<file path="src/source/mem_pkg.sv">
package mem_pkg;

    // Core address width, only the low bits reach the cache
    localparam int ADDR_W = 32;

    // Core data word
    localparam int XLEN = 32;

    // Line geometry
    localparam int LINE_WORDS = 4;
    localparam int LINE_BITS = XLEN * LINE_WORDS;

    // Main memory depth in lines
    localparam int MEM_LINES = 256;
    localparam int MEM_LINE_AW = $clog2(MEM_LINES);

    // Counter value at which the memory serves a request
    localparam int MEM_DELAY = 4;
    // Counter must reach MEM_DELAY plus a little headroom before saturating
    localparam int DELAY_W = $clog2(MEM_DELAY + 2);

    // One whole line on the memory bus
    typedef logic [LINE_BITS-1:0] line_t;

endpackage

</file>
<file path="src/source/cache_pkg.sv">
package cache_pkg;

    // Direct-mapped, one line per set
    localparam int CACHE_SETS = 16;

    // Address field widths
    localparam int IDX_W = $clog2(CACHE_SETS);
    localparam int TAG_W = mem_pkg::MEM_LINE_AW - IDX_W;
    localparam int OFS_W = $clog2(mem_pkg::LINE_WORDS);

    // Field positions in the byte address
    // Bits 1..0 select a byte inside the word and are not used here
    localparam int OFS_LSB = 2;
    localparam int IDX_LSB = OFS_LSB + OFS_W;
    localparam int TAG_LSB = IDX_LSB + IDX_W;

    // Stored tag
    typedef logic [TAG_W-1:0] tag_t;

    // Set index
    typedef logic [IDX_W-1:0] idx_t;

    // Word inside a line
    typedef logic [OFS_W-1:0] ofs_t;

endpackage

</file>
<file path="src/source/line_ram.sv">
`timescale 1ns/10ps

module line_ram #(
    parameter type entry_t = logic
) (
    input  logic              clk,
    input  logic              rd_en,
    input  cache_pkg::idx_t   rd_idx,
    output entry_t            rd_data,
    input  logic              wr_en,
    input  cache_pkg::idx_t   wr_idx,
    input  entry_t            wr_data
);
    import cache_pkg::*;

    // One entry per set
    entry_t mem_array [CACHE_SETS];

    // Registered read
    // Output holds its value while rd_en is low
    always_ff @(posedge clk) begin
        if (rd_en) begin
            rd_data <= mem_array[rd_idx];
        end
    end

    // Write port
    // Same-index read in the same cycle still sees the old entry
    always_ff @(posedge clk) begin
        if (wr_en) begin
            mem_array[wr_idx] <= wr_data;
        end
    end

endmodule

</file>
<file path="config.mk">
export PLATFORM = sky130hd
export DESIGN_NAME = line_ram
export DESIGN_NICKNAME = d
export VERILOG_FILES = /design/src/source/mem_pkg.sv /design/src/source/cache_pkg.sv /design/src/source/line_ram.sv
export SDC_FILE = /design/constraint.sdc
export NUM_CORES = 1
export LEC_CHECK = 0
export BUFFER_PORTS_ARGS = -buffer_cell sky130_fd_sc_hd__buf_2
export CORE_MARGIN = 2
export CORE_UTILIZATION = 50
export CTS_CLUSTER_SIZE = 28
export DETAILED_ROUTE_END_ITERATION = 10
export PLACE_DENSITY = 0.79
export SLEW_MARGIN = 20
export SYNTH_ARGS = -nofsm -noshare
export SYNTH_HDL_FRONTEND = slang
export SYNTH_SLANG_ARGS = --single-unit
</file>
<file path="constraint.sdc">
create_clock -name clk -period 3.6 [get_ports clk]
set_clock_uncertainty 0.05 [all_clocks]
set_input_delay 0.18 -clock clk [delete_from_list [all_inputs] [get_ports clk]]
set_output_delay 0.18 -clock clk [all_outputs]
set_load 0.02 [all_outputs]
</file>
==> qor.yml <==
status:
  run_status: "finished, final reports clean"
layout:
  diodes: 0
  syn2layout_area_growth_pct: 14.1
  fillers: 113
  layout_common_cells: "edfxtp_1 (17), nor2_1 (12), buf_2 (12), nor3_1 (4), mux4_1 (4)"
  fin_cells: 79
  finalNetCount: 76
  utilization_pct: 59.3
  drive_gt1_share_pct: 25.4
  final_common_cell: "edfxtp_1"
clocking:
  cts-buffers-inserted: 3
  cts_hold_buf: 0
  cts_sinks: 17
  cts_tree: "built"
  clkLatencyLatePin_ns: 0.28
  ctsLongestPathBuffers: 2
  cts-root-buf: "clkbuf_4"
  path_clk_slew_ns: 0.09
  post_cts_buffers: 0
  htree_levels: 1
  cts-resized-gates: 0
power_and_ir_drop:
  peakVddDrop_uv: 272
  p_leak_nw: 0.308
  power_mw: 0.351
  power.density_mw_per_mm2: 407
logic_synthesis:
  synthSimpleGateAreaFrac_pct: 14.6
  synth_nets: 59
  synth.distinct_cells: 10
  synth_top_family_by_area: "multiplexers"
  syn_area_um2: 756
  postSynthCellCount: 47
  yosysTopAreaCellShare_pct: 67.5
  synth_area_leaders: "edfxtp_1 (68%), mux4_1 (14%), nor2_1 (6.0%), mux2i_1 (4.0%), nor3_1 (2.6%)"
  muxShareOfSynthArea_pct: 17.9
  synth_adder_area_share_pct: 0
  yosysWarnings: 0
  syn_area_per_cell_um2: 16.1
  synth_compound_area_share_pct: 0
  synth_xor_area_share_pct: 0
  seq_area_frac_synth_pct: 67.5
  synth.ff_latch_count: 17
  yosysTopAreaCell: "edfxtp_1"
placement:
  dp_hpwl_um: 845
  port-buffer-count: 12
  gp_congestion: 0.738
  dp.cells: 75
global_routing:
  grt_pass1_wl_um: 1880
  grt_overflow: 0
  grt_usage_pct: 15.1
  grt_max_degree: 17
  grt_pass1_vias: 445
  grt_antenna_before_repair: 0
timing:
  slew_viol_final: 0
  slew_headroom_pct: 84.5
  max_freq_ghz: 0.710
  fin_crit_sh_pct: 39.1
  setup_viol: 0
  hold_ws_ns: 0.0440
  tns_ns: 0
  tightest_slew_ns: 0.232
  hold_viol: 0
  rsz0062_at_grt: "no"
  min_period_ns: 1.41
worst_setup_path:
  crit_arrival_ns: 1.40
  cpLargestDelayFamily: "multiplexers"
  critPathSlowestCell: "mux4_1"
  crit_path_max_incr_delay_ns: 0.51
  path_buf_inv: 0
  cpMostUsedCell: "mux2i_1"
  timing.critical_path.to_type: "register"
  cp_data_required_time_ns: 3.59
  start_kind: "register"
  path_max_fanout: 1
  path_class: "reg2reg"
  path_cells: "mux4_1, mux2i_1, mux2i_1"
detailed_routing:
  routed_via_density: 5.66
  ant_nets: 0
  drc_errors: 0
  first_pass_iters: 5
  route.vias.total: 447
  routedWlPerCell_um: 14.0
  wirelength_um: 1110
  dr.first_iter.drc_count: 6
die:
  die_area_mm2: 0.00184
  ios: 13
  num_rows: 14
  coreArea_mm2: 0.00145
  initial_core_util_pct: 52.0
  die_w_um: 42.9
  die_y_um: 42.9
flow_run:
  timing.max_cap.violations: 0
worst_hold_path:
  holdCritPathClass: "in2reg"
[final cells by class]
class	instances	area (um2)	share of cell area, %
tap	16	20.0	2.32
timing repair buffer	12	60.1	6.97
clock buffer	4	26.3	3.05
multi-input combinational	30	245	28.4
sequential	17	510	59.2
[sequential cells by signal, indices dropped and copies added (netlist names)]
register,cells
mem_array,16
rd_data,1
[per-layer routing]
metal	track usage (%)	up-vias	part of all wire, %
li1	-	220	-
met1	15.3	209	40
met2	25.8	16	52
met3	5.53	2	5.4
met4	9.38	0	2.1
met5	0	-	0
[kinds of logic (layout without fill, tap and decap cells)]
family                 Yosys count  after routing
AND/OR/NAND/NOR                 23             23
multiplexers                     7              7
flip-flops                      17             17
buffers and inverters            0             16
[worst register-to-register path: stages, from the launching register on]
cell and delay, ns:
edfxtp_1 0.38, mux4_1 0.51, mux2i_1 0.14, mux2i_1 0.08
[per-stage QoR]
stage / cell area (um2) / setup slack, ns
6_report: 862 / 2.19
5_1_grt: 862 / 2.13
4_1_cts: 862 / 2.18
3_5_place_dp: 836 / 2.17
3_3_place_gp: 836 / 2.19
2_1_floorplan: 756 / 2.28
[synthesized netlist by cell type]
master,count
edfxtp_1,17
mux2i_1,3
mux4_1,4
nand2_1,1
nand2b_1,2
nand3_1,1
nand3b_1,2
nor2_1,12
nor3_1,4
or3b_2,1
[where the power goes]
group | internal, mW | switching, mW | total [mW]
registers | 0.223 | 0.000952 | 0.224
logic | 0.0137 | 0.0161 | 0.0298
clock network | 0.0430 | 0.0544 | 0.0975
[worst paths after layout]
kind | start | end | slack (ns) | depth (start not counted)
hold reg to reg | mem_array[11]$_DFFE_PP_ | rd_data$_DFFE_PP_ | 0.77 | 3
setup / recovery | mem_array[13]$_DFFE_PP_ | rd_data$_DFFE_PP_ | 2.19 | 3
hold / removal | rd_en | rd_data$_DFFE_PP_ | 0.04 | 1
setup reg to reg | mem_array[13]$_DFFE_PP_ | rd_data$_DFFE_PP_ | 2.19 | 3
Power figures use the tool's default switching activity.
