<file path="config.mk">
export PLATFORM = sky130hd
export DESIGN_NAME = dcache_ctrl
export DESIGN_NICKNAME = d
export VERILOG_FILES = /design/src/source/mem_pkg.sv /design/src/source/cache_pkg.sv /design/src/source/dcache_ctrl.sv
export SDC_FILE = /design/constraint.sdc
export NUM_CORES = 1
export LEC_CHECK = 0
export ABC_AREA = 1
export BUFFER_PORTS_ARGS = -buffer_cell sky130_fd_sc_hd__buf_4
export CAP_MARGIN = 20
export CORE_AREA = 2 2 254 256
export CTS_CLUSTER_SIZE = 25
export DETAILED_ROUTE_END_ITERATION = 10
export DIE_AREA = 0 0 256 258
export REMOVE_ABC_BUFFERS = 1
export SETUP_SLACK_MARGIN = 0.3
export SLEW_MARGIN = 20
export SYNTH_ARGS = -nofsm -noshare
export SYNTH_HDL_FRONTEND = slang
export SYNTH_SLANG_ARGS = --single-unit
</file>
<file path="constraint.sdc">
create_clock -name clk -period 9.53 [get_ports clk]
set_clock_uncertainty 0.2 [all_clocks]
set_input_delay 0.4765 -clock clk [delete_from_list [all_inputs] [get_ports clk]]
set_output_delay 0.4765 -clock clk [all_outputs]
set_load 0.02 [all_outputs]
</file>
<file path="src/source/mem_pkg.sv">
package mem_pkg;

    // Core address width, only the low bits reach the cache
    localparam int ADDR_W = 32;

    // Core data word
    localparam int XLEN = 32;

    // Line geometry
    localparam int LINE_WORDS = 4;
    localparam int LINE_BITS = XLEN * LINE_WORDS;

    // Main memory depth in lines
    localparam int MEM_LINES = 256;
    localparam int MEM_LINE_AW = $clog2(MEM_LINES);

    // Counter value at which the memory serves a request
    localparam int MEM_DELAY = 4;
    // Counter must reach MEM_DELAY plus a little headroom before saturating
    localparam int DELAY_W = $clog2(MEM_DELAY + 2);

    // One whole line on the memory bus
    typedef logic [LINE_BITS-1:0] line_t;

endpackage

</file>
<file path="src/source/cache_pkg.sv">
package cache_pkg;

    // Direct-mapped, one line per set
    localparam int CACHE_SETS = 16;

    // Address field widths
    localparam int IDX_W = $clog2(CACHE_SETS);
    localparam int TAG_W = mem_pkg::MEM_LINE_AW - IDX_W;
    localparam int OFS_W = $clog2(mem_pkg::LINE_WORDS);

    // Field positions in the byte address
    // Bits 1..0 select a byte inside the word and are not used here
    localparam int OFS_LSB = 2;
    localparam int IDX_LSB = OFS_LSB + OFS_W;
    localparam int TAG_LSB = IDX_LSB + IDX_W;

    // Stored tag
    typedef logic [TAG_W-1:0] tag_t;

    // Set index
    typedef logic [IDX_W-1:0] idx_t;

    // Word inside a line
    typedef logic [OFS_W-1:0] ofs_t;

endpackage

</file>
<file path="src/source/dcache_ctrl.sv">
`timescale 1ns/10ps

module dcache_ctrl (
    input  logic                               clk,
    input  logic                               rst_n,

    // Core side
    input  logic                               cpu_req,
    input  logic                               cpu_we,
    input  logic [mem_pkg::ADDR_W-1:0]         cpu_addr,
    input  logic [mem_pkg::XLEN-1:0]           cpu_wdata,
    input  logic [mem_pkg::XLEN/8-1:0]         cpu_wstrb,
    output logic [mem_pkg::XLEN-1:0]           cpu_rdata,
    output logic                               cpu_ack,

    // Tag array
    output logic                               tag_rd_en,
    output cache_pkg::idx_t                    tag_rd_idx,
    input  cache_pkg::tag_t                    tag_rd_data,
    output logic                               tag_wr_en,
    output cache_pkg::idx_t                    tag_wr_idx,
    output cache_pkg::tag_t                    tag_wr_data,

    // Data array
    output logic                               data_rd_en,
    output cache_pkg::idx_t                    data_rd_idx,
    input  mem_pkg::line_t                     data_rd_data,
    output logic                               data_wr_en,
    output cache_pkg::idx_t                    data_wr_idx,
    output mem_pkg::line_t                     data_wr_data,

    // Main memory side
    output logic                               mem_req,
    output logic                               mem_we,
    output logic [mem_pkg::MEM_LINE_AW-1:0]    mem_line_addr,
    output mem_pkg::line_t                     mem_wline,
    input  mem_pkg::line_t                     mem_rline,
    input  logic                               mem_ack
);
    import mem_pkg::*;
    import cache_pkg::*;

    typedef enum logic [2:0] {
        st_idle,
        st_lookup,
        st_write_back,
        st_refill,
        st_fill
    } state_t;

    state_t state;

    // Per-set status bits
    logic [CACHE_SETS-1:0] valid_q;
    logic [CACHE_SETS-1:0] dirty_q;

    // Line captured from the memory during refill
    line_t fill_line;

    // Address fields of the pending request
    tag_t cpu_tag;
    idx_t cpu_idx;
    ofs_t cpu_ofs;

    logic  accept;
    logic  hit;
    logic  done;
    line_t base_line;
    line_t store_line;

    // Merge the strobed bytes of one word into a line
    function automatic line_t merge_word(
        input line_t                line,
        input ofs_t                 ofs,
        input logic [XLEN-1:0]      wdata,
        input logic [XLEN/8-1:0]    wstrb
    );
        line_t result;
        result = line;
        for (int b = 0; b < XLEN / 8; b++) begin
            if (wstrb[b]) begin
                result[ofs*XLEN + b*8 +: 8] = wdata[b*8 +: 8];
            end
        end
        return result;
    endfunction

    // Fields are stable while cpu_req waits for cpu_ack
    assign cpu_tag = cpu_addr[TAG_LSB +: TAG_W];
    assign cpu_idx = cpu_addr[IDX_LSB +: IDX_W];
    assign cpu_ofs = cpu_addr[OFS_LSB +: OFS_W];

    // No new request in the acknowledge cycle
    assign accept = (state == st_idle) && cpu_req && !cpu_ack;

    // Compare against the tag read at the accept edge
    assign hit = valid_q[cpu_idx] && (tag_rd_data == cpu_tag);

    // Request completes at this edge
    assign done = ((state == st_lookup) && hit) || (state == st_fill);

    // Hit line or refilled line, then the store merged on top
    assign base_line = (state == st_fill) ? fill_line : data_rd_data;
    assign store_line = merge_word(base_line, cpu_ofs, cpu_wdata, cpu_wstrb);

    // Both arrays are read together at the accept edge
    assign tag_rd_en = accept;
    assign tag_rd_idx = cpu_idx;
    assign data_rd_en = accept;
    assign data_rd_idx = cpu_idx;

    // Tag written only on a fill
    assign tag_wr_en = (state == st_fill);
    assign tag_wr_idx = cpu_idx;
    assign tag_wr_data = cpu_tag;

    // Data written on a store hit or on a fill
    assign data_wr_en = ((state == st_lookup) && hit && cpu_we) || (state == st_fill);
    assign data_wr_idx = cpu_idx;
    assign data_wr_data = cpu_we ? store_line : base_line;

    // Victim address comes from the stored tag, refill from the request
    assign mem_we = (state == st_write_back);
    assign mem_line_addr = (state == st_write_back) ? {tag_rd_data, cpu_idx}
                                                    : {cpu_tag, cpu_idx};
    // Array read data is held through the write-back
    assign mem_wline = data_rd_data;

    always_ff @(posedge clk) begin
        if (!rst_n) begin
            state <= st_idle;
            cpu_ack <= 1'b0;
            mem_req <= 1'b0;
            valid_q <= '0;
            dirty_q <= '0;
        end else begin
            cpu_ack <= 1'b0;
            case (state)
                st_idle: begin
                    if (accept) begin
                        state <= st_lookup;
                    end
                end
                st_lookup: begin
                    if (hit) begin
                        cpu_ack <= 1'b1;
                        state <= st_idle;
                        if (cpu_we) begin
                            dirty_q[cpu_idx] <= 1'b1;
                        end
                    end else begin
                        // Memory request goes out straight from lookup
                        mem_req <= 1'b1;
                        if (valid_q[cpu_idx] && dirty_q[cpu_idx]) begin
                            state <= st_write_back;
                        end else begin
                            state <= st_refill;
                        end
                    end
                end
                st_write_back: begin
                    if (mem_ack) begin
                        mem_req <= 1'b0;
                        state <= st_refill;
                    end
                end
                st_refill: begin
                    // After a write-back the request is low for one cycle
                    if (mem_ack) begin
                        mem_req <= 1'b0;
                        state <= st_fill;
                    end else begin
                        mem_req <= 1'b1;
                    end
                end
                st_fill: begin
                    valid_q[cpu_idx] <= 1'b1;
                    dirty_q[cpu_idx] <= cpu_we;
                    cpu_ack <= 1'b1;
                    state <= st_idle;
                end
                default: begin
                    state <= st_idle;
                end
            endcase
        end
    end

    // Refill line is only valid in the acknowledge cycle
    always_ff @(posedge clk) begin
        if ((state == st_refill) && mem_ack) begin
            fill_line <= mem_rline;
        end
    end

    // Load data, valid while cpu_ack is high
    always_ff @(posedge clk) begin
        if (done) begin
            cpu_rdata <= base_line[cpu_ofs*XLEN +: XLEN];
        end
    end

endmodule

</file>
==> summary by stage, run 1 <==
Global route
The total track usage is 0.174. The first global-routing pass estimated around 85000 µm of wire. The aggregate global routing overflow is 0. The via count of the first global-routing pass was around 13000.

The initial antenna violation count is 7. The largest net degree at the start of global routing is 74.

Finish
The final layout contains between 2000 and 2500 nets. In the layout the commonest cells are 649 x sky130_fd_sc_hd__buf_4, 232 x sky130_fd_sc_hd__nand2_1, 160 x sky130_fd_sc_hd__edfxtp_1. The count of fill cells added during filler insertion is 6651. The ratio of cells with drive above 1 in the final layout is 0.366. The library cell used most frequently in the layout, excluding fill and tap cells, is sky130_fd_sc_hd__buf_4. The signed area change from the synthesized netlist to the final layout is 51.3%.

Floorplanning
The die is 256 µm wide. The effective utilization at floorplan is 0.193. After floorplanning, the core was divided into 93 placement rows. From bottom edge to top edge, the die measures 258 µm. The count of boundary I/O pins is approximately 660. After floorplanning, the core was sized to cover between 0.06 and 0.07 mm². The die covers between 0.06 and 0.07 mm².

Clocking
The source-to-sink clock delay at the later pin of the worst-skew pair is around 0.50 ns. The post-CTS setup-driven buffer insertion count is 0. The longest clock path from root to sink contains 2 buffers.

In this run the number of H-tree levels came out at 4. After clock tree synthesis, the clock-pin slew on the worst setup and hold paths is ~0.08 ns. The clock sink total is between 150 and 200.

TritonCTS built the clock tree. The number of hold buffers added after cts is ~130. The number of clock buffers inserted by TritonCTS is 17. The root buffer cell is sky130_fd_sc_hd__clkbuf_16. The number of gates resized after CTS is 0.

Worst setup path
The delay of the slowest cell on the worst path is between 0.8 and 0.9 ns. The category of the critical setup timing path is in -> out. The kind of cell with the highest combined delay along the critical path is simple AND/OR/NAND/NOR gates. Walking the worst path, the cells encountered are buf_4 > inv_4 > ha_1 > nand2_1 > nor2_2 > nand2_1 > o22ai_1 > buf_4. The largest individual stage delay along the critical path comes from the cell sky130_fd_sc_hd__nor2_2. The biggest fanout along the worst timing path is ~60. The arrival time reported for the critical path endpoint is roughly 4.3 ns.

The worst setup path is captured at an output pin. Together, buffers and inverters on the worst path number 3. The startpoint type of the worst setup path is an input port. Data on the critical path is required at its endpoint by approximately 9 ns.

Outcome
The run finished with clean final reports.

Synthesis
The average size of a mapped cell is about 9 µm². The synthesized instance count is roughly 1400. The yosys synthesis warning count is 0.

Of the synthesized area, sequential elements account for 0.450. The synthesized netlist occupies a cell area of ~0.012 mm². The number of distinct library cells after synthesis is 35. The number of flip-flops and latches in the synthesized netlist is a little under 200.

Drt
The residual DRC count is 0. The number of vias per cell after detailed routing is ~4.6. The routed length per instance is roughly 21 µm. The routed layout has about 13000 vias. The antenna violation net count after detailed routing is 0.

After the first detailed-routing iteration, the DRC count stood at around 1100. The wire length reported by the detailed router is 60100 µm. The detailed-router iteration count before antenna repair is 5.

Timing
Dividing the final minimum period by the clock period gives 0.518. Static timing analysis puts the maximum clock frequency at approximately 0.2 GHz. The normalized max-slew margin is 0.302. The final-report hold violation count is 0. For the pin with the worst max-slew slack, the measured transition is approximately 1.0 ns. For the finished layout, the period the worst path requires is just under 5 ns.

Setup repair after global routing left no endpoint under its margin. The number of max-slew violations in the final report is 0. Setup violations remaining at the end of the flow were counted as 0. In the final timing run, aggregate negative setup slack is 0 ns. The tightest hold path in the finished design has a slack of 0.124 ns.

Pwr
The power density over the cells is around 130 mW/mm². The worst voltage drop across the vdd grid is 0.000155 V. For this design the static power due to leakage is between 0.007 and 0.008 µW.

Min path
The worst min-delay path class is in -> reg.

Placed design
The global placement routability congestion is just over 0.9. The count of input and output buffers is roughly 630. The detailed-placement wirelength estimate is about 44000 µm.

Flow run
The tool flagged a number of max-cap violations equal to 0.
## tightest hold or removal path, delay by kind of cell
kind | cells | cell delay (ns)
simple gates | 1 | 0.10
buf+inv | 2 | 0.13
compound gates | 1 | 0.07
## state kept, by name (all words and copies together), names as in the netlist
| name | cells |
|---|---|
| valid_q | 16 |
| cpu_rdata | 32 |
| state | 3 |
| mem_req | 1 |
| dirty_q | 16 |
| fill_line | 128 |
| cpu_ack | 1 |
## Yosys cell counts (all sizes together)
library cell | number | share of area
xor2 | 2 | 0.0014
dfxtp | 37 | 0.060
o21ai | 130 | 0.053
nor4 | 1 | 0.00051
nor2 | 149 | 0.047
nand3 | 27 | 0.012
o211ai | 2 | 0.0012
buf | 185 | 0.11
xnor2 | 2 | 0.0014
nand4 | 52 | 0.028
o22ai | 64 | 0.033
o22a | 32 | 0.023
edfxtp | 160 | 0.39
mux2i | 127 | 0.10
o32ai | 8 | 0.0057
clkinv | 1 | 0.00030
clkbuf | 44 | 0.013
nand2 | 239 | 0.075
a21oi | 36 | 0.015
ha | 6 | 0.0061
o211a | 1 | 0.00081
or2 | 2 | 0.0010
inv | 56 | 0.017
nor3 | 4 | 0.0016
## final timing paths
kind / from / end / slack (ns) / depth (start not counted)
worst max register to register: state[0] / cpu_rdata[27] / 5.56 / 8
worst min register to register: valid_q[9] / valid_q[9] / 0.27 / 2
worst max-delay path: cpu_addr[2] / data_wr_data[24] / 4.59 / 8
worst min-delay path: mem_ack / state[0] / 0.12 / 4
## routing by layer
metal | global-route usage | up-vias | share of wire
met1 | 0.209 | 6150 | 0.40
met2 | 0.293 | 818 | 0.49
met5 | 0 | - | 0.00070
li1 | - | 5830 | -
met3 | 0.0489 | 115 | 0.086
met4 | 0.0689 | 6 | 0.031
## power by group
group / internal (µW) / switching [µW]
combinational: 294 / 400
clock: 374 / 409
sequential: 965 / 13.3
## final cells by class
| class | count | area [µm²] | area share |
|---|---|---|---|
| Antenna cell | 3 | 7.51 | 0.000403 |
| Clock buffer | 18 | 429 | 0.0230 |
| Clock inverter | 14 | 164 | 0.00880 |
| Inverter | 57 | 216 | 0.0116 |
| Multi-Input combinational cell | 884 | 5040 | 0.271 |
| Sequential cell | 197 | 5550 | 0.298 |
| Tap cell | 855 | 1070 | 0.0574 |
| Timing Repair Buffer | 777 | 6150 | 0.330 |
## metrics by stage
stage	cell area (µm²)	utilization	setup slack [ns]	total power (µW)	cells
floorplan	10800	-	2.66	1250	1138
global placement	16700	0.263	4.71	1640	2641
detailed placement	16700	0.263	4.63	1640	2642
CTS	18600	0.292	4.62	2490	2802
global route	18600	0.293	4.40	2560	2804
finish	18600	0.293	4.59	2450	2805
## cell families (layout without fill, tap and decap cells)
logic type | after synthesis | count (layout) | synth area share
adders and majority gates | 6 | 6 | 0.00610
and+or+nand+nor | 474 | 474 | 0.165
other | 0 | 3 | 0
DFF | 197 | 197 | 0.450
AOI/OAI and AO/OA | 273 | 273 | 0.130
muxes | 127 | 127 | 0.103
buffers and inverters | 286 | 866 | 0.142
xor gates and xnor gates | 4 | 4 | 0.00285
Note: power is estimated with default switching activity, not from simulation.
==> inputs of run 2 (changes only) <==
Settings changed: ABC_AREA 1 to 0, CORE_AREA 2 2 254 256 to 2 2 252 254, DIE_AREA 0 0 256 258 to 0 0 254 256.
Clock period 9.53 ns to 4.3 ns, I/O delays scaled along.
==> summary by stage, run 2 <==
Outcome
The flow ran to the end, and the final reports show no timing, DRC or antenna violations.

Worst setup path
The kind of capture point of the worst setup path is a flip-flop. STA classifies the critical path startpoint as a flip-flop. In this design, the stage delay of the slowest critical-path cell is approximately 0.57 ns.

The slowest stage of the critical path belongs to the cell sky130_fd_sc_hd__or3b_1. By startpoint and endpoint, the worst setup path is classified as reg -> reg. The biggest fanout along the worst timing path is 45.

Grouping stages by cell kind, the critical path spends the most delay in buffers and inverters. The number of buffer and inverter stages on the critical path is 3. The critical path goes through or3b_1 > inv_8 > buf_12 > mux2i_1 > nand2_1 > and3_1 > a31o_2 > dlygate4sd3_1. The arrival time reported for the critical path endpoint is around 3.8 ns. The data required time of the worst path is 4.35 ns.

Synthesis
The share of flip-flops with an asynchronous set or reset after synthesis is 0. In this run, synthesis produced a sequential element count of 197. The average size of a mapped cell is slightly below 10 µm². Of the post-synthesis cell area, the dominant cell type holds 0.395. For this run, the register share of the synthesized area comes to 0.456. After synthesis the cells add up to 0.0122 mm². The synthesized instance count is roughly 1200. sky130_fd_sc_hd__nand2_1 is the most common cell in the netlist. The synthesized netlist contains 56 unique library cells.

In the post-synthesis netlist, the biggest area contributors are sky130_fd_sc_hd__edfxtp_1 40%, sky130_fd_sc_hd__mux2i_1 11%, sky130_fd_sc_hd__buf_4 9.8%, sky130_fd_sc_hd__nand2_1 8.3%, sky130_fd_sc_hd__dfxtp_1 6.1%. The dominant synthesized flop cell is sky130_fd_sc_hd__edfxtp_1. Of all cell types, the one taking the most synthesized area is sky130_fd_sc_hd__edfxtp_1. During synthesis, Yosys emitted a total of 0 warnings. The number of flops mapped to enable cells by yosys is between 150 and 200. After synthesis, the most frequently instantiated cells are 268 x sky130_fd_sc_hd__nand2_1, 160 x sky130_fd_sc_hd__edfxtp_1, 159 x sky130_fd_sc_hd__buf_4.

Drt
The antenna violation net count after detailed routing is 0. The routed layout has ~12000 vias. The first detailed-routing pass ran for 6 iterations.

The number of design-rule violations left by the first detailed-router iteration is roughly 1200. The wire length reported by the detailed router is ~58000 µm. The residual DRC count is 0. The routed length per instance is around 21 µm. The number of vias per cell after detailed routing is ~4.5.

Timing
The total setup violations reported at the end of the flow is 0. The number of max-slew violations in the final report came to 0. The summed negative setup slack over all endpoints is 0 ns. The final-report hold violation count came to 0. The worst path meets setup with around 0.51 ns of slack. Headroom to the max-slew limit came out at 0.375. At the pin with the least slew margin, the transition time is 0.937 ns. Of the available clock period, the critical path in the final layout requires 0.882. Setup repair after global routing left no endpoint under its margin. The upper clock frequency limit is between 0.2 and 0.3 GHz. The worst path needs between 3 and 4 ns of the cycle, external delays included.

Pwr
The overall power consumption is around 5600 µW. In this run the static leakage power is 0.00744 µW. The worst voltage drop across the vdd grid is 0.000308 V. The power density over the cells is 295 mW/mm².

Finish
The largest registers in the layout are fill_line (128), cpu_rdata (32). In the final layout, the share of cells above drive strength 1 is 0.393. The library cells used most frequently in the layout, excluding fill and tap cells, are 653 x sky130_fd_sc_hd__buf_4, 268 x sky130_fd_sc_hd__nand2_1, 184 x sky130_fd_sc_hd__dlygate4sd3_1. Summing all non-filler instances in the final layout gives an area of around 0.019 mm².

Fill cells in the final layout number around 6500. The signed area change from the synthesized netlist to the final layout is 56.3%. The number of flip-flops under the largest register name is between 100 and 150. The most frequent standard cell in the layout excluding fill and tap cells is sky130_fd_sc_hd__buf_4.

Ranked by flip-flop count, first place goes to fill_line. The final net count is roughly 2200.

Placed design
The detailed-placement wirelength estimate is between 40000 and 50000 µm. The placed instance area is roughly 0.017 mm². Timing analysis after detailed placement gives a worst setup slack of 0.989 ns. The congestion estimate from routability-driven global placement came to 0.900. The count of input and output buffers is ~630.

Floorplanning
approximately 660 I/O pins were placed. The core outline area is between 0.06 and 0.07 mm². The standard-cell row count is a little over 90. Measured along the x axis, the die boundary spans about 250 µm. The effective utilization at floorplan is 0.195.

The overall die height is 256 µm. The die footprint is roughly 0.065 mm².

Clocking
For this design, the sink count on the clock tree is 197. The buffer levels on the longest clock path is 2. The clock edge transition at the registers on the reported setup and hold paths is about 0.080 ns.

The number of hold buffers added after cts is roughly 180. Once the clock tree was built, the setup fixing pass inserted 0 buffers. CTS built an H-tree with a depth of 4.

The number of gates resized after CTS is 0. TritonCTS built the clock tree. The later pin in the worst-skew pair is clocked with a latency of about 0.49 ns. TritonCTS created 17 clock buffers.

The root buffer cell is sky130_fd_sc_hd__clkbuf_16.

Global route
The via count of the first global-routing pass was about 12000. Entering global routing, the biggest net connects ~130 pins. Across every metal layer, demand over resource in global routing totals 0.171.

The initial antenna violation count was 3. The total overflow left after global routing is 0. The global-route wire length before repair is 81100 µm.

Min path
In this run the worst hold path is classified as in -> reg.

Flow run
The number of maximum-capacitance constraint violations is 0.
[run 2: cell count changes after synthesis, moves of 16 or more]
cell	previous run	this run
sky130_fd_sc_hd__nor2b_1	0	17
sky130_fd_sc_hd__a31o_1	0	17
sky130_fd_sc_hd__nand2_1	233	268
sky130_fd_sc_hd__nand4_1	51	1
sky130_fd_sc_hd__nor2_1	142	26
sky130_fd_sc_hd__o22ai_1	64	96
sky130_fd_sc_hd__inv_1	47	5
sky130_fd_sc_hd__a21oi_1	36	20
sky130_fd_sc_hd__o21ai_1	88	0
sky130_fd_sc_hd__o22a_1	32	0
sky130_fd_sc_hd__and3_1	0	50
sky130_fd_sc_hd__nand3_1	25	7
[run 2: worst reg2reg max path, cell delays in order, from the launching register on]
cell	delay [ns]
sky130_fd_sc_hd__dfxtp_1	0.45
sky130_fd_sc_hd__or3b_1	0.57
sky130_fd_sc_hd__inv_8	0.46
sky130_fd_sc_hd__buf_12	0.41
sky130_fd_sc_hd__mux2i_1	0.44
sky130_fd_sc_hd__nand2_1	0.09
sky130_fd_sc_hd__and3_1	0.20
sky130_fd_sc_hd__a31o_2	0.20
sky130_fd_sc_hd__dlygate4sd3_1	0.54
[run 2: power breakdown]
part | internal, µW | leakage [µW] | switching [µW] | total (µW)
combinational | 776 | 0.00542 | 954 | 1730
sequential | 2200 | 0.00174 | 54.3 | 2250
clock | 804 | 0.000280 | 818 | 1620
total | 3780 | 0.00744 | 1830 | 5600
[run 2: logic make-up after synthesis]
logic type | count (synthesis) | share of synthesized area
buffers and inverters | 252 | 0.137
DFF | 197 | 0.456
xor gates and xnor gates | 4 | 0.00288
muxes | 145 | 0.125
and+or+nand+nor | 409 | 0.152
adders and majority gates | 6 | 0.00618
AOI/OAI and AO/OA | 222 | 0.120
[run 2: stage by stage]
step | std cells | hold slack [ns] | util
after floorplan | 990 | 0.114 | -
after global placement | 2492 | 0.193 | 0.266
after detailed placement | 2492 | 0.194 | 0.266
after CTS | 2708 | 0.00108 | 0.304
after global routing | 2708 | 0.0478 | 0.304
final | 2711 | 0.0572 | 0.304
[run 2: routing by layer]
layer | vias up | wire [µm] | GRT usage
met2 | 813 | 28400 | 0.296
met4 | 0 | 1850 | 0.0694
met3 | 105 | 5030 | 0.0415
met1 | 5874 | 22800 | 0.201
met5 | - | 0 | 0
li1 | 5538 | - | -
[run 2: path summary, 6_finish.rpt]
check	startpoint	endpoint	slack [ns]	cells after the start
max	state[2]	cpu_rdata[21]	0.51	8
min	data_rd_data[33]	cpu_rdata[1]	0.06	4
max reg2reg	state[2]	cpu_rdata[21]	0.51	8
min reg2reg	valid_q[10]	valid_q[10]	0.27	1
[run 2: layout make-up]
cell class                 count  area (µm²)  share of cell area
timing repair buffer         840        6800               0.358
sequential                   197        5550               0.292
multi-input combinational    786        4980               0.262
tap                          846        1060              0.0557
clock buffer                  21         472              0.0248
clock inverter                11        86.3             0.00455
inverter                       7        35.0             0.00184
antenna                        3        7.51            0.000395
==> inputs of run 3 (changes only) <==
Settings changed: BUFFER_PORTS_ARGS -buffer_cell sky130_fd_sc_hd__buf_4 to default, DONT_BUFFER_PORTS from default to 1.
==> summary by stage, run 3 (synthesis results as in run 2) <==
Outcome
The run finished with clean final reports.

Floorplanning
The standard-cell row count is between 90 and 100. The core outline area is ~0.062 mm². For this configuration, the core starts out at a cell density of 0.195.

The die covers approximately 0.065 mm². The overall die height is between 200 and 300 µm. The floorplan step set the die width to between 200 and 300 µm.

The count of boundary I/O pins is approximately 660.

Timing
The minimum hold slack is around 0.036 ns. The number of max-slew violations in the final report is 0. Setup violations remaining at the end of the flow were counted as 0. The worst pin sits at a relative slew slack of 0.352. The final-report hold violation count is 0. The routed design could run at a clock period as short as 3.82 ns.

Timing would allow up to between 0.2 and 0.3 GHz. For the pin with the worst max-slew slack, the measured transition is between 0.9 and 1 ns. Setup repair after global routing left no endpoint under its margin.

Of the available clock period, the critical path in the final layout requires 0.888.

Finish
Fill cells in the final layout number 6635. The ratio of cells with drive above 1 in the final layout is 0.0884. The number of flip-flops under the largest register name is 128.

Counting flops per register, the top entry is fill_line. The most frequent standard cell in the layout excluding fill and tap cells is sky130_fd_sc_hd__nand2_1. The largest registers in the layout are fill_line (128), cpu_rdata (32). The final layout contains around 1600 nets. The signed area change from the synthesized netlist to the final layout is 20.3%. The multi-input combinational cells in the finished layout cover a total of 0.00499 mm². The cell area after layout is roughly 0.015 mm².

Leaving out fill and tap cells, the most frequent cells in the layout are 268 x sky130_fd_sc_hd__nand2_1, 201 x sky130_fd_sc_hd__dlygate4sd3_1, 160 x sky130_fd_sc_hd__edfxtp_1. The count of placed standard cells in the final layout, fillers left out is between 2000 and 2500. The sequential cells in the finished layout cover a total of 0.00555 mm². The utilization after layout is 0.234.

Worst setup path
The delay of the slowest cell on the worst path is about 0.57 ns. The data required time of the worst path is 4.33 ns. The endpoint identified for the worst register-to-register timing path is cpu_rdata[9]. For flop-to-flop paths, the worst setup slack is roughly 0.48 ns. The category of the critical setup timing path is reg -> reg.

The slowest cell on the critical path is sky130_fd_sc_hd__or3b_1. For the worst setup path, the data arrival time is ~3.9 ns. The kind of capture point of the worst setup path is a flip-flop. The worst register-to-register path begins at state[2]. The worst register-to-register path has a depth of 8. The startpoint type of the worst setup path is a flip-flop. The biggest fanout along the worst timing path is between 60 and 70.

Traced cell by cell, the critical path runs through or3b_1 > inv_8 > buf_4 > mux2i_1 > nand2_1 > and3_1 > a31o_1 > dlygate4sd3_1.

Placed design
After detailed placement, the design holds a cell count of about 1900. Once placement finished, the instance area stood at about 0.012 mm². The count of input and output buffers is 0. At the end of routability-driven placement, the weighted congestion stood at between 0.9 and 1. The detailed-placement wirelength estimate is roughly 38000 µm.

Clocking
The source-to-sink clock delay at the later pin of the worst-skew pair is 0.49 ns. The buffer levels on the longest clock path is 2. The TritonCTS clock tree is yes. For this design, the CTS-stage hold fixing added 204 buffers.

In this run, post-CTS repair resized a total of 0 instances. The clock sink total is ~200. The tree is rooted in a sky130_fd_sc_hd__clkbuf_16.

The number of clock buffers inserted by TritonCTS is 17. In this run the number of H-tree levels came out at 4. The clock edge transition at the registers on the reported setup and hold paths is ~0.080 ns.

After clock tree synthesis, the setup repair step added 0 buffers.

Pwr
The static power due to leakage is between 0.004 and 0.005 µW. The overall power consumption is approximately 5000 µW. The worst-case IR drop observed on VDD is approximately 0.00026 V.

For this design the ratio of total power to cell area is 347 mW/mm².

Drt
In the routed layout, each cell is associated on average with a via count of 4.85. In the final routed layout, each cell accounts on average for about 26 µm. Summed over all layers, the routed wires come to between 50000 and 60000 µm. The antenna violation net count after detailed routing is 0. The first detailed-routing pass took 6 iterations.

The residual DRC count is 0. The total number of vias is 10300. The number of design-rule violations left by the first detailed-router iteration is approximately 1300.

Global route
The via count of the first global-routing pass is 10200. The total track usage is 0.162. The global-route wire length before repair is 73900 µm.

The initial antenna violation count is 18. The largest net degree at the start of global routing is ~130. For this run the aggregate overflow at the end of global routing stands at 0.

Min path
The end of the worst hold path is valid_q[6]. The worst hold path begins at rst_n. The worst min-delay path class is in -> reg.

The number of stages on the worst hold path is 2.

Flow run
The number of maximum-capacitance constraint violations is 0.
run 3: how the worst max path moves through the flow:
stage             start            end  cells past startpoint
3_5_place_dp   state[1]   cpu_rdata[9]                      7
6_report       state[2]   cpu_rdata[9]                      8
2_1_floorplan  state[0]   fill_line[0]                      2
4_1_cts        state[1]   cpu_rdata[9]                      8
5_1_grt        state[2]   cpu_rdata[9]                      8
3_3_place_gp   state[1]  cpu_rdata[22]                      7
run 3: area by class of cell:
| type | instances | share of cell area |
|---|---|---|
| Sequential cell | 197 | 0.379 |
| Multi-Input combinational cell | 786 | 0.341 |
| Timing Repair Buffer | 233 | 0.160 |
| Tap cell | 846 | 0.0724 |
| Clock buffer | 21 | 0.0344 |
| Clock inverter | 11 | 0.00813 |
| Inverter | 7 | 0.00240 |
| Antenna cell | 14 | 0.00240 |
run 3: stage by stage:
step / TNS, ns / setup WS (ns)
after CTS: 0 / 0.544
after global placement: 0 / 1.14
after detailed placement: 0 / 1.09
final: 0 / 0.480
after floorplan: -3.10 / -0.0242
after global routing: 0 / 0.334
run 3: routing by layer:
layer | track usage | wire, µm
met5 | 0 | 35
met2 | 0.255 | 24800
met3 | 0.0643 | 6670
met1 | 0.186 | 20800
met4 | 0.0907 | 2840
run 3: critical path: cells and delay by family (launching register included):
kind	cells	cell delay, ns
mux	1	0.42
buf+inv	3	1.43
simple gates	3	0.86
compound gates	1	0.18
flops	1	0.45
run 3: power breakdown:
part	internal (µW)	switching [µW]
logic	377	672
registers	2200	77.9
clock network	874	867
